### config.mk
export PLATFORM = sky130hd
export DESIGN_NAME = execute_scalar
export DESIGN_NICKNAME = d
export VERILOG_FILES = /design/src/hw/exec_pkg.sv /design/src/hw/issue_dispatcher.sv /design/src/hw/alu_slice.sv /design/src/hw/commit_merger.sv /design/src/hw/warp_ctl_unit.sv /design/src/hw/execute_scalar.sv
export SDC_FILE = /design/constraint.sdc
export NUM_CORES = 2
export LEC_CHECK = 0
export BUFFER_PORTS_ARGS = -buffer_cell sky130_fd_sc_hd__buf_2
export CAP_MARGIN = 30
export CORE_MARGIN = 4
export CORE_UTILIZATION = 25
export DETAILED_ROUTE_END_ITERATION = 6
export MAX_ROUTING_LAYER = met4
export PLACE_DENSITY_LB_ADDON = 0.3
export SLEW_MARGIN = 0
export SYNTH_ARGS = -nofsm -noshare
export SYNTH_HDL_FRONTEND = slang
export SYNTH_SLANG_ARGS = --single-unit
### constraint.sdc
create_clock -name clk -period 6.2 [get_ports clk]
set_input_delay 0.31 -clock clk [delete_from_list [all_inputs] [get_ports clk]]
set_output_delay 0.31 -clock clk [all_outputs]
set_load 0.01 [all_outputs]
### src/hw/exec_pkg.sv
package exec_pkg;

    localparam int NUM_THREADS = 4;
    localparam int NUM_WARPS   = 8;
    localparam int ISSUE_CNT   = 4;
    localparam int XLEN        = 32;
    localparam int QUEUE_DEPTH = 2;

    // derived widths for ids, slice indices and queue bookkeeping
    localparam int WID_W   = $clog2(NUM_WARPS);
    localparam int SLICE_W = $clog2(ISSUE_CNT);
    localparam int QPTR_W  = $clog2(QUEUE_DEPTH);
    localparam int QCNT_W  = $clog2(QUEUE_DEPTH + 1);

    typedef logic [XLEN-1:0]        word_t;
    typedef logic [WID_W-1:0]       wid_t;
    typedef logic [SLICE_W-1:0]     slice_t;
    typedef logic [NUM_THREADS-1:0] tmask_t;
    typedef logic [QPTR_W-1:0]      qptr_t;
    typedef logic [QCNT_W-1:0]      qcnt_t;

    typedef enum logic [3:0] {
        ADD, SUB, AND, OR, XOR, SLT, SLTU, MUL,
        BEQ, BNE, JAL, TMC, EBREAK, ECALL
    } alu_op_e;

    typedef struct packed {
        wid_t    wid;
        alu_op_e op;
        word_t   pc;
        word_t   rs1;
        word_t   rs2;
        word_t   imm;
    } dispatch_t;

    typedef struct packed {
        wid_t  wid;
        word_t pc;
        word_t result;
    } result_t;

    typedef struct packed {
        logic  valid;
        logic  taken;
        wid_t  wid;
        word_t dest;
    } branch_ctl_t;

    typedef struct packed {
        logic   valid;
        wid_t   wid;
        tmask_t tmask;
    } warp_ctl_t;

endpackage

### src/hw/issue_dispatcher.sv
module issue_dispatcher (
    input  logic                          disp_valid,
    input  exec_pkg::dispatch_t           disp_data,
    output logic [exec_pkg::ISSUE_CNT-1:0] slice_valid,
    output exec_pkg::dispatch_t           slice_data,
    output logic                          tmc_valid,
    output logic                          sim_ebreak
);

    logic             is_tmc;
    logic             is_trap;
    exec_pkg::slice_t target;

    assign is_tmc = (disp_data.op == exec_pkg::TMC);

    // ebreak and ecall share the same status strobe
    assign is_trap = (disp_data.op == exec_pkg::EBREAK) || (disp_data.op == exec_pkg::ECALL);

    // warps are spread over the slices by the low bits of their id
    assign target = exec_pkg::slice_t'(disp_data.wid);

    always_comb begin
        for (int i = 0; i < exec_pkg::ISSUE_CNT; i++) begin
            slice_valid[i] = disp_valid && !is_tmc && (target == exec_pkg::slice_t'(i));
        end
    end

    // every slice sees the same payload, only the valid bit selects one
    assign slice_data = disp_data;

    // thread mask changes are handled by warp control, not by a slice
    assign tmc_valid = disp_valid && is_tmc;

    // warp 0 reaching ebreak or ecall ends a test program
    assign sim_ebreak = disp_valid && is_trap && (disp_data.wid == '0);

endmodule

### src/hw/alu_slice.sv
module alu_slice (
    input  logic                  clk,
    input  logic                  rst,
    input  logic                  in_valid,
    input  exec_pkg::dispatch_t   in_data,
    output logic                  res_valid,
    output exec_pkg::result_t     res_data,
    output exec_pkg::branch_ctl_t branch_ctl
);

    exec_pkg::word_t   next_pc;
    exec_pkg::word_t   alu_value;
    logic              is_mul;
    logic              is_branch;
    logic              br_taken;

    // single-cycle result register
    logic              alu_valid;
    exec_pkg::result_t alu_res;

    // multiply operand stage and product stage
    logic              mul_op_valid;
    exec_pkg::wid_t    mul_wid;
    exec_pkg::word_t   mul_pc;
    exec_pkg::word_t   mul_a;
    exec_pkg::word_t   mul_b;
    logic              mul_valid;
    exec_pkg::result_t mul_res;

    // holds the younger result when a product and a single-cycle op finish together
    logic              skid_valid;
    exec_pkg::result_t skid_res;
    logic              skid_load;
    exec_pkg::result_t skid_data;

    assign next_pc   = in_data.pc + exec_pkg::word_t'(4);
    assign is_mul    = (in_data.op == exec_pkg::MUL);
    assign is_branch = in_data.op inside {exec_pkg::BEQ, exec_pkg::BNE, exec_pkg::JAL};

    always_comb begin
        case (in_data.op)
            exec_pkg::BEQ: br_taken = (in_data.rs1 == in_data.rs2);
            exec_pkg::BNE: br_taken = (in_data.rs1 != in_data.rs2);
            exec_pkg::JAL: br_taken = 1'b1;
            default:       br_taken = 1'b0;
        endcase
    end

    always_comb begin
        case (in_data.op)
            exec_pkg::ADD:  alu_value = in_data.rs1 + in_data.rs2;
            exec_pkg::SUB:  alu_value = in_data.rs1 - in_data.rs2;
            exec_pkg::AND:  alu_value = in_data.rs1 & in_data.rs2;
            exec_pkg::OR:   alu_value = in_data.rs1 | in_data.rs2;
            exec_pkg::XOR:  alu_value = in_data.rs1 ^ in_data.rs2;
            exec_pkg::SLT:  alu_value = exec_pkg::word_t'($signed(in_data.rs1) < $signed(in_data.rs2));
            exec_pkg::SLTU: alu_value = exec_pkg::word_t'(in_data.rs1 < in_data.rs2);
            // control transfers write back the return address
            exec_pkg::BEQ, exec_pkg::BNE, exec_pkg::JAL,
            exec_pkg::EBREAK, exec_pkg::ECALL: alu_value = next_pc;
            default:        alu_value = '0;
        endcase
    end

    // the skid register never needs more than one entry since dispatch is one per cycle
    assign skid_load = (skid_valid && (mul_valid || alu_valid)) || (mul_valid && alu_valid);
    assign skid_data = (skid_valid && mul_valid) ? mul_res : alu_res;

    always_ff @(posedge clk) begin
        if (rst) begin
            alu_valid        <= 1'b0;
            mul_op_valid     <= 1'b0;
            mul_valid        <= 1'b0;
            skid_valid       <= 1'b0;
            branch_ctl.valid <= 1'b0;
        end else begin
            alu_valid        <= in_valid && !is_mul;
            mul_op_valid     <= in_valid && is_mul;
            mul_valid        <= mul_op_valid;
            skid_valid       <= skid_load;
            branch_ctl.valid <= in_valid && is_branch;
        end
        alu_res.wid       <= in_data.wid;
        alu_res.pc        <= in_data.pc;
        alu_res.result    <= alu_value;
        mul_wid           <= in_data.wid;
        mul_pc            <= in_data.pc;
        mul_a             <= in_data.rs1;
        mul_b             <= in_data.rs2;
        mul_res.wid       <= mul_wid;
        mul_res.pc        <= mul_pc;
        mul_res.result    <= mul_a * mul_b;
        skid_res          <= skid_data;
        branch_ctl.taken  <= br_taken;
        branch_ctl.wid    <= in_data.wid;
        branch_ctl.dest   <= in_data.pc + in_data.imm;
    end

    // oldest result goes out first
    always_comb begin
        res_valid = skid_valid || mul_valid || alu_valid;
        if (skid_valid) begin
            res_data = skid_res;
        end else if (mul_valid) begin
            res_data = mul_res;
        end else begin
            res_data = alu_res;
        end
    end

endmodule

### src/hw/commit_merger.sv
module commit_merger (
    input  logic                           clk,
    input  logic                           rst,
    input  logic [exec_pkg::ISSUE_CNT-1:0] res_valid,
    input  exec_pkg::result_t              res_data [exec_pkg::ISSUE_CNT],
    output logic                           commit_valid,
    output exec_pkg::result_t              commit_data
);

    exec_pkg::result_t q_mem [exec_pkg::ISSUE_CNT][exec_pkg::QUEUE_DEPTH];
    exec_pkg::qptr_t   q_wr_ptr [exec_pkg::ISSUE_CNT];
    exec_pkg::qptr_t   q_rd_ptr [exec_pkg::ISSUE_CNT];
    exec_pkg::qcnt_t   q_count [exec_pkg::ISSUE_CNT];

    exec_pkg::slice_t  last_grant;
    exec_pkg::slice_t  grant_idx;
    exec_pkg::slice_t  cand;
    logic              grant_valid;
    logic [exec_pkg::ISSUE_CNT-1:0] pop;

    // rotating priority, the search starts one past the last slice served
    always_comb begin
        grant_valid = 1'b0;
        grant_idx   = last_grant;
        cand        = last_grant;
        for (int k = 1; k <= exec_pkg::ISSUE_CNT; k++) begin
            cand = exec_pkg::slice_t'(last_grant + k);
            if (!grant_valid && (q_count[cand] != '0)) begin
                grant_valid = 1'b1;
                grant_idx   = cand;
            end
        end
    end

    always_comb begin
        for (int i = 0; i < exec_pkg::ISSUE_CNT; i++) begin
            pop[i] = grant_valid && (grant_idx == exec_pkg::slice_t'(i));
        end
    end

    assign commit_valid = grant_valid;
    assign commit_data  = q_mem[grant_idx][q_rd_ptr[grant_idx]];

    always_ff @(posedge clk) begin
        for (int i = 0; i < exec_pkg::ISSUE_CNT; i++) begin
            if (res_valid[i]) begin
                q_mem[i][q_wr_ptr[i]] <= res_data[i];
            end
        end
    end

    always_ff @(posedge clk) begin
        if (rst) begin
            last_grant <= '0;
            for (int i = 0; i < exec_pkg::ISSUE_CNT; i++) begin
                q_wr_ptr[i] <= '0;
                q_rd_ptr[i] <= '0;
                q_count[i]  <= '0;
            end
        end else begin
            if (grant_valid) begin
                last_grant <= grant_idx;
            end
            for (int i = 0; i < exec_pkg::ISSUE_CNT; i++) begin
                if (res_valid[i]) begin
                    q_wr_ptr[i] <= (q_wr_ptr[i] == exec_pkg::qptr_t'(exec_pkg::QUEUE_DEPTH - 1))
                                 ? '0 : q_wr_ptr[i] + 1'b1;
                end
                if (pop[i]) begin
                    q_rd_ptr[i] <= (q_rd_ptr[i] == exec_pkg::qptr_t'(exec_pkg::QUEUE_DEPTH - 1))
                                 ? '0 : q_rd_ptr[i] + 1'b1;
                end
                // a push and a pop in the same cycle leave the count unchanged
                q_count[i] <= q_count[i] + exec_pkg::qcnt_t'(res_valid[i])
                                         - exec_pkg::qcnt_t'(pop[i]);
            end
        end
    end

endmodule

### src/hw/warp_ctl_unit.sv
module warp_ctl_unit (
    input  logic                           clk,
    input  logic                           rst,
    input  logic                           tmc_valid,
    input  exec_pkg::dispatch_t            tmc_data,
    input  exec_pkg::branch_ctl_t          branch_ctl [exec_pkg::ISSUE_CNT],
    output exec_pkg::warp_ctl_t            warp_ctl,
    output logic [exec_pkg::ISSUE_CNT-1:0] flush
);

    logic mask_cleared;

    // the new thread mask comes from the low bits of rs1
    always_ff @(posedge clk) begin
        if (rst) begin
            warp_ctl.valid <= 1'b0;
        end else begin
            warp_ctl.valid <= tmc_valid;
        end
        warp_ctl.wid   <= tmc_data.wid;
        warp_ctl.tmask <= exec_pkg::tmask_t'(tmc_data.rs1);
    end

    // a warp left with no active threads drains every slice
    assign mask_cleared = warp_ctl.valid && (warp_ctl.tmask == '0);

    always_comb begin
        for (int i = 0; i < exec_pkg::ISSUE_CNT; i++) begin
            flush[i] = (branch_ctl[i].valid && branch_ctl[i].taken) || mask_cleared;
        end
    end

endmodule

### src/hw/execute_scalar.sv
module execute_scalar (
    input  logic                           clk,
    input  logic                           rst,
    input  logic                           disp_valid,
    input  exec_pkg::dispatch_t            disp_data,
    output logic                           commit_valid,
    output exec_pkg::result_t              commit_data,
    output exec_pkg::branch_ctl_t          branch_ctl [exec_pkg::ISSUE_CNT],
    output exec_pkg::warp_ctl_t            warp_ctl,
    output logic [exec_pkg::ISSUE_CNT-1:0] flush,
    output logic                           sim_ebreak
);

    logic [exec_pkg::ISSUE_CNT-1:0] slice_valid;
    exec_pkg::dispatch_t            slice_data;
    logic                           tmc_valid;
    logic [exec_pkg::ISSUE_CNT-1:0] res_valid;
    exec_pkg::result_t              res_data [exec_pkg::ISSUE_CNT];

    issue_dispatcher dispatcher (
        .disp_valid  (disp_valid),
        .disp_data   (disp_data),
        .slice_valid (slice_valid),
        .slice_data  (slice_data),
        .tmc_valid   (tmc_valid),
        .sim_ebreak  (sim_ebreak)
    );

    for (genvar i = 0; i < exec_pkg::ISSUE_CNT; i++) begin : g_slice
        alu_slice slice (
            .clk        (clk),
            .rst        (rst),
            .in_valid   (slice_valid[i]),
            .in_data    (slice_data),
            .res_valid  (res_valid[i]),
            .res_data   (res_data[i]),
            .branch_ctl (branch_ctl[i])
        );
    end

    commit_merger merger (
        .clk          (clk),
        .rst          (rst),
        .res_valid    (res_valid),
        .res_data     (res_data),
        .commit_valid (commit_valid),
        .commit_data  (commit_data)
    );

    // flush combines taken branches from all slices with thread mask changes
    warp_ctl_unit warp_ctl_blk (
        .clk        (clk),
        .rst        (rst),
        .tmc_valid  (tmc_valid),
        .tmc_data   (slice_data),
        .branch_ctl (branch_ctl),
        .warp_ctl   (warp_ctl),
        .flush      (flush)
    );

endmodule

==> qor.txt <==
Synth cell types = 76
H-tree Lvls = 3
MaxCap Viol Count = 0
CTS tree = yes
initial core utilization = 0.2511
area delta synth->final = 20.52%
R2R setup slack = -350 ps
core area = 251200 um^2
Post-synth EDFFs = 544
met3 usage = 0.03743
CTS Buf Count = 111
Worst Setup Start Kind = flip-flop
1st-iter DRT viols = 3716
yosys warns = 0
GP Congestion = 0.8996
fillcell total = 25676
first-pass GRT wire length = 328500 um
Reg2Reg Capture Point = g_slice[3].slice.mul_res[30]
chip height = 510.3 um
worst relative slew slack = 0.3079
largest net degree at the start of global routing = 77
RSZ-0062 raised after global routing = true
syn_nets = 6642
Final Hold Vio Count = 0
min cycle time layout = 6555 ps
TritonRoute pass-1 iters = 5
TritonCTS Sinks = 1076
Total GRT Usage = 0.1781
Worst Skew = 50.72 ps
R2R cell count = 20
DR WL/cell = 23.64 um
Cell Area, Synth = 63080 um^2
Rows = 184
setup TNS = -2827 ps
sequential fraction of the synthesis area = 0.4278
Max Freq = 0.1526 GHz
grt peak-use layer = met2
status = complete, but fails checks
failing checks = negative setup slack
period utilization = 1.057
Routed Antenna Nets = 0
critical-path maximum fanout = 6
initial antenna violation count = 68
HP Class = in -> reg
syn_area_per_cell = 10.81 um^2
Setup-failing EPs final = 15
vias in the first global route = 45856
drt total wl = 230800 um
Slew @ Worst Pin = 1038 ps
Main synth FF type = edfxtp_1
synth top area cells = edfxtp_1 26%, dfxtp_1 17%, fa_1 13%
buffers added on ports = 366
Vias = 45758
clk buf depth = 3
area occupied by registers = 27080 um^2
Mapped Cells = 5834
hold depth = 2
most frequent cell after synthesis = nand2_1
proportion of netlist area held by the largest area contributor = 0.2590
Final #Nets = 7097
FF-to-FF Start = g_slice[3].slice.mul_b[5]
clock root cell = clkbuf_16
crit path kind = reg -> reg
die area = 260400 um^2
Commonest cells post-synth = 605 x nand2_1, 544 x edfxtp_1, 532 x dfxtp_1, 515 x inv_1, 411 x fa_1
Pins Over Slew Limit = 0
GR Overflow Total = 0
Clock Latency Late Sink = 770 ps
area of the multi-input gates = 32880 um^2
#FFs+latches synth = 1076
DR DRC count = 0
Worst Hold Path EP = merger.q_count[0][1]
required time of the critical path = 6880 ps
vias per cell = 4.687
hold path start = rst
fraction of layout instances using a drive strength above 1 = 0.2071
Reg clk slew, reported paths = 60 ps
async set or reset register ratio after synthesis = 0
HPWL after DPL = 162500 um
critical path arrival = 7240 ps
Synth area leader = edfxtp_1
CP Capture Type = flip-flop
# IOs = 367
setup ws final = -354.6 ps
met1 GRT Util = 0.2271
Die W = 510.3 um
met2 GRT Util = 0.2823
[timing repair]
item | 4_1_cts | 5_1_grt
setup endpoints to repair | 18 | 18
cloned | 2 | 1
gates resized for setup | 114 | 96
endpoints found under the hold margin | 141 | 0
setup buffers | 17 | 8
pin swaps | 56 | 71
hold buffers | 132 | 0
[worst max-delay path: stages (launching register included)]
cell,delay (ps)
dfxtp_4,400
and2_4,180
fa_1,540
fa_1,440
fa_1,540
inv_1,60
fa_1,520
inv_1,50
fa_1,500
fa_1,440
fa_1,530
fa_1,460
ha_4,270
and3_4,180
a221oi_4,300
o21ai_2,110
nor3_2,220
a211oi_2,120
or3_1,370
a21oi_2,140
xnor2_1,110
[cell families (layout without fill, tap and decap cells)]
family	Yosys count	in the layout	synth area share
AOI/OAI and AO/OA	1064	1064	0.1085
xor gates and xnor gates	158	158	0.02194
adders and majority gates	670	670	0.1818
buffers and inverters	976	1530	0.06540
DFF	1076	1076	0.4278
muxes	544	544	0.09188
other	0	26	0
and+or+nand+nor	1346	1346	0.1027
[how the worst max path moves through the flow]
stage / from / end / slack, ps / cells past startpoint
4_1_cts: g_slice[3].slice.mul_b[5] / g_slice[3].slice.mul_res[30] / -380 / 25
3_3_place_gp: g_slice[3].slice.mul_b[6] / g_slice[3].slice.mul_res[31] / -550 / 21
6_report: g_slice[3].slice.mul_b[5] / g_slice[3].slice.mul_res[30] / -350 / 20
3_5_place_dp: g_slice[3].slice.mul_b[6] / g_slice[3].slice.mul_res[30] / -650 / 22
5_1_grt: g_slice[3].slice.mul_b[8] / g_slice[3].slice.mul_res[29] / -550 / 22
2_1_floorplan: g_slice[3].slice.mul_b[4] / g_slice[3].slice.mul_res[30] / -190 / 22
[cell type report]
cell class | instances | share of cell area
multi-input combinational | 3782 | 0.4326
sequential | 1076 | 0.3562
clock inverter | 50 | 0.007818
clock buffer | 162 | 0.04258
tap | 3348 | 0.05510
timing repair buffer | 801 | 0.07933
antenna | 26 | 0.0008559
inverter | 517 | 0.02553
[flip-flops by register name, indices dropped and copies added, names as in the netlist, named ones only]
name	cells
g_slice.slice.branch_ctl	37
g_slice.slice.skid_res	268
merger.q_count	8
g_slice.slice.mul_res	67
g_slice.slice.mul_op_valid	4
merger.q_wr_ptr	4
g_slice.slice.alu_res	64
g_slice.slice.skid_valid	4
merger.q_mem	536
g_slice.slice.alu_valid	4
g_slice.slice.mul_a	29
merger.q_rd_ptr	4
g_slice.slice.mul_b	32
g_slice.slice.mul_valid	4
warp_ctl_blk.warp_ctl	7
merger.last_grant	2
[cell usage in the layout, fill, tap and decap left out, types with 18 or more instances in the layout]
| cell | count |
|---|---|
| a211oi_1 | 20 |
| inv_1 | 504 |
| buf_12 | 30 |
| clkinv_2 | 20 |
| nor4_1 | 18 |
| xor2_1 | 40 |
| mux2i_1 | 273 |
| buf_4 | 236 |
| a21oi_1 | 105 |
| and2_4 | 21 |
| buf_2 | 369 |
| a21o_1 | 30 |
| xnor2_1 | 112 |
| nand3_1 | 43 |
| diode_2 | 26 |
| nor3_1 | 58 |
| fa_1 | 391 |
| and2_1 | 281 |
| nor2b_1 | 18 |
| mux2_2 | 270 |
| dfxtp_1 | 500 |
| o21bai_1 | 18 |
| clkbuf_1 | 31 |
| a31oi_1 | 73 |
| nand2_1 | 597 |
| o21a_1 | 19 |
| ha_1 | 244 |
| dfxtp_4 | 22 |
| clkbuf_16 | 118 |
| edfxtp_1 | 544 |
| fa_2 | 20 |
| and3_1 | 76 |
| nor2_1 | 118 |
| buf_6 | 24 |
| dlygate4sd3_1 | 132 |
| o21ai_0 | 353 |
| a22oi_1 | 271 |
[per-stage QoR]
stage	hold slack, ps	setup WS (ps)	utilization	cells	instance area (um^2)
after global placement	418.2	-547.3	0.2774	9365	69680
after floorplan	337.7	-191.1	-	5834	63360
after CTS	7.579	-378.4	0.3008	9732	75550
after detailed placement	423.8	-652.8	0.2779	9374	69800
final	91.37	-354.6	0.3027	9762	76020
after global routing	80.52	-549.2	0.3026	9755	76000
[layer usage]
layer  vias up  routed length [um]  share of wire
met5         -                   0              0
li1      20982                   -              -
met3       317               16010          0.069
met1     23039               99690           0.43
met2      1420              107100           0.46
met4         0                7945          0.034
Power is left out: the tool's default activity adds up to more than one toggle a clock period on the data nets, which glitch-free logic cannot reach.
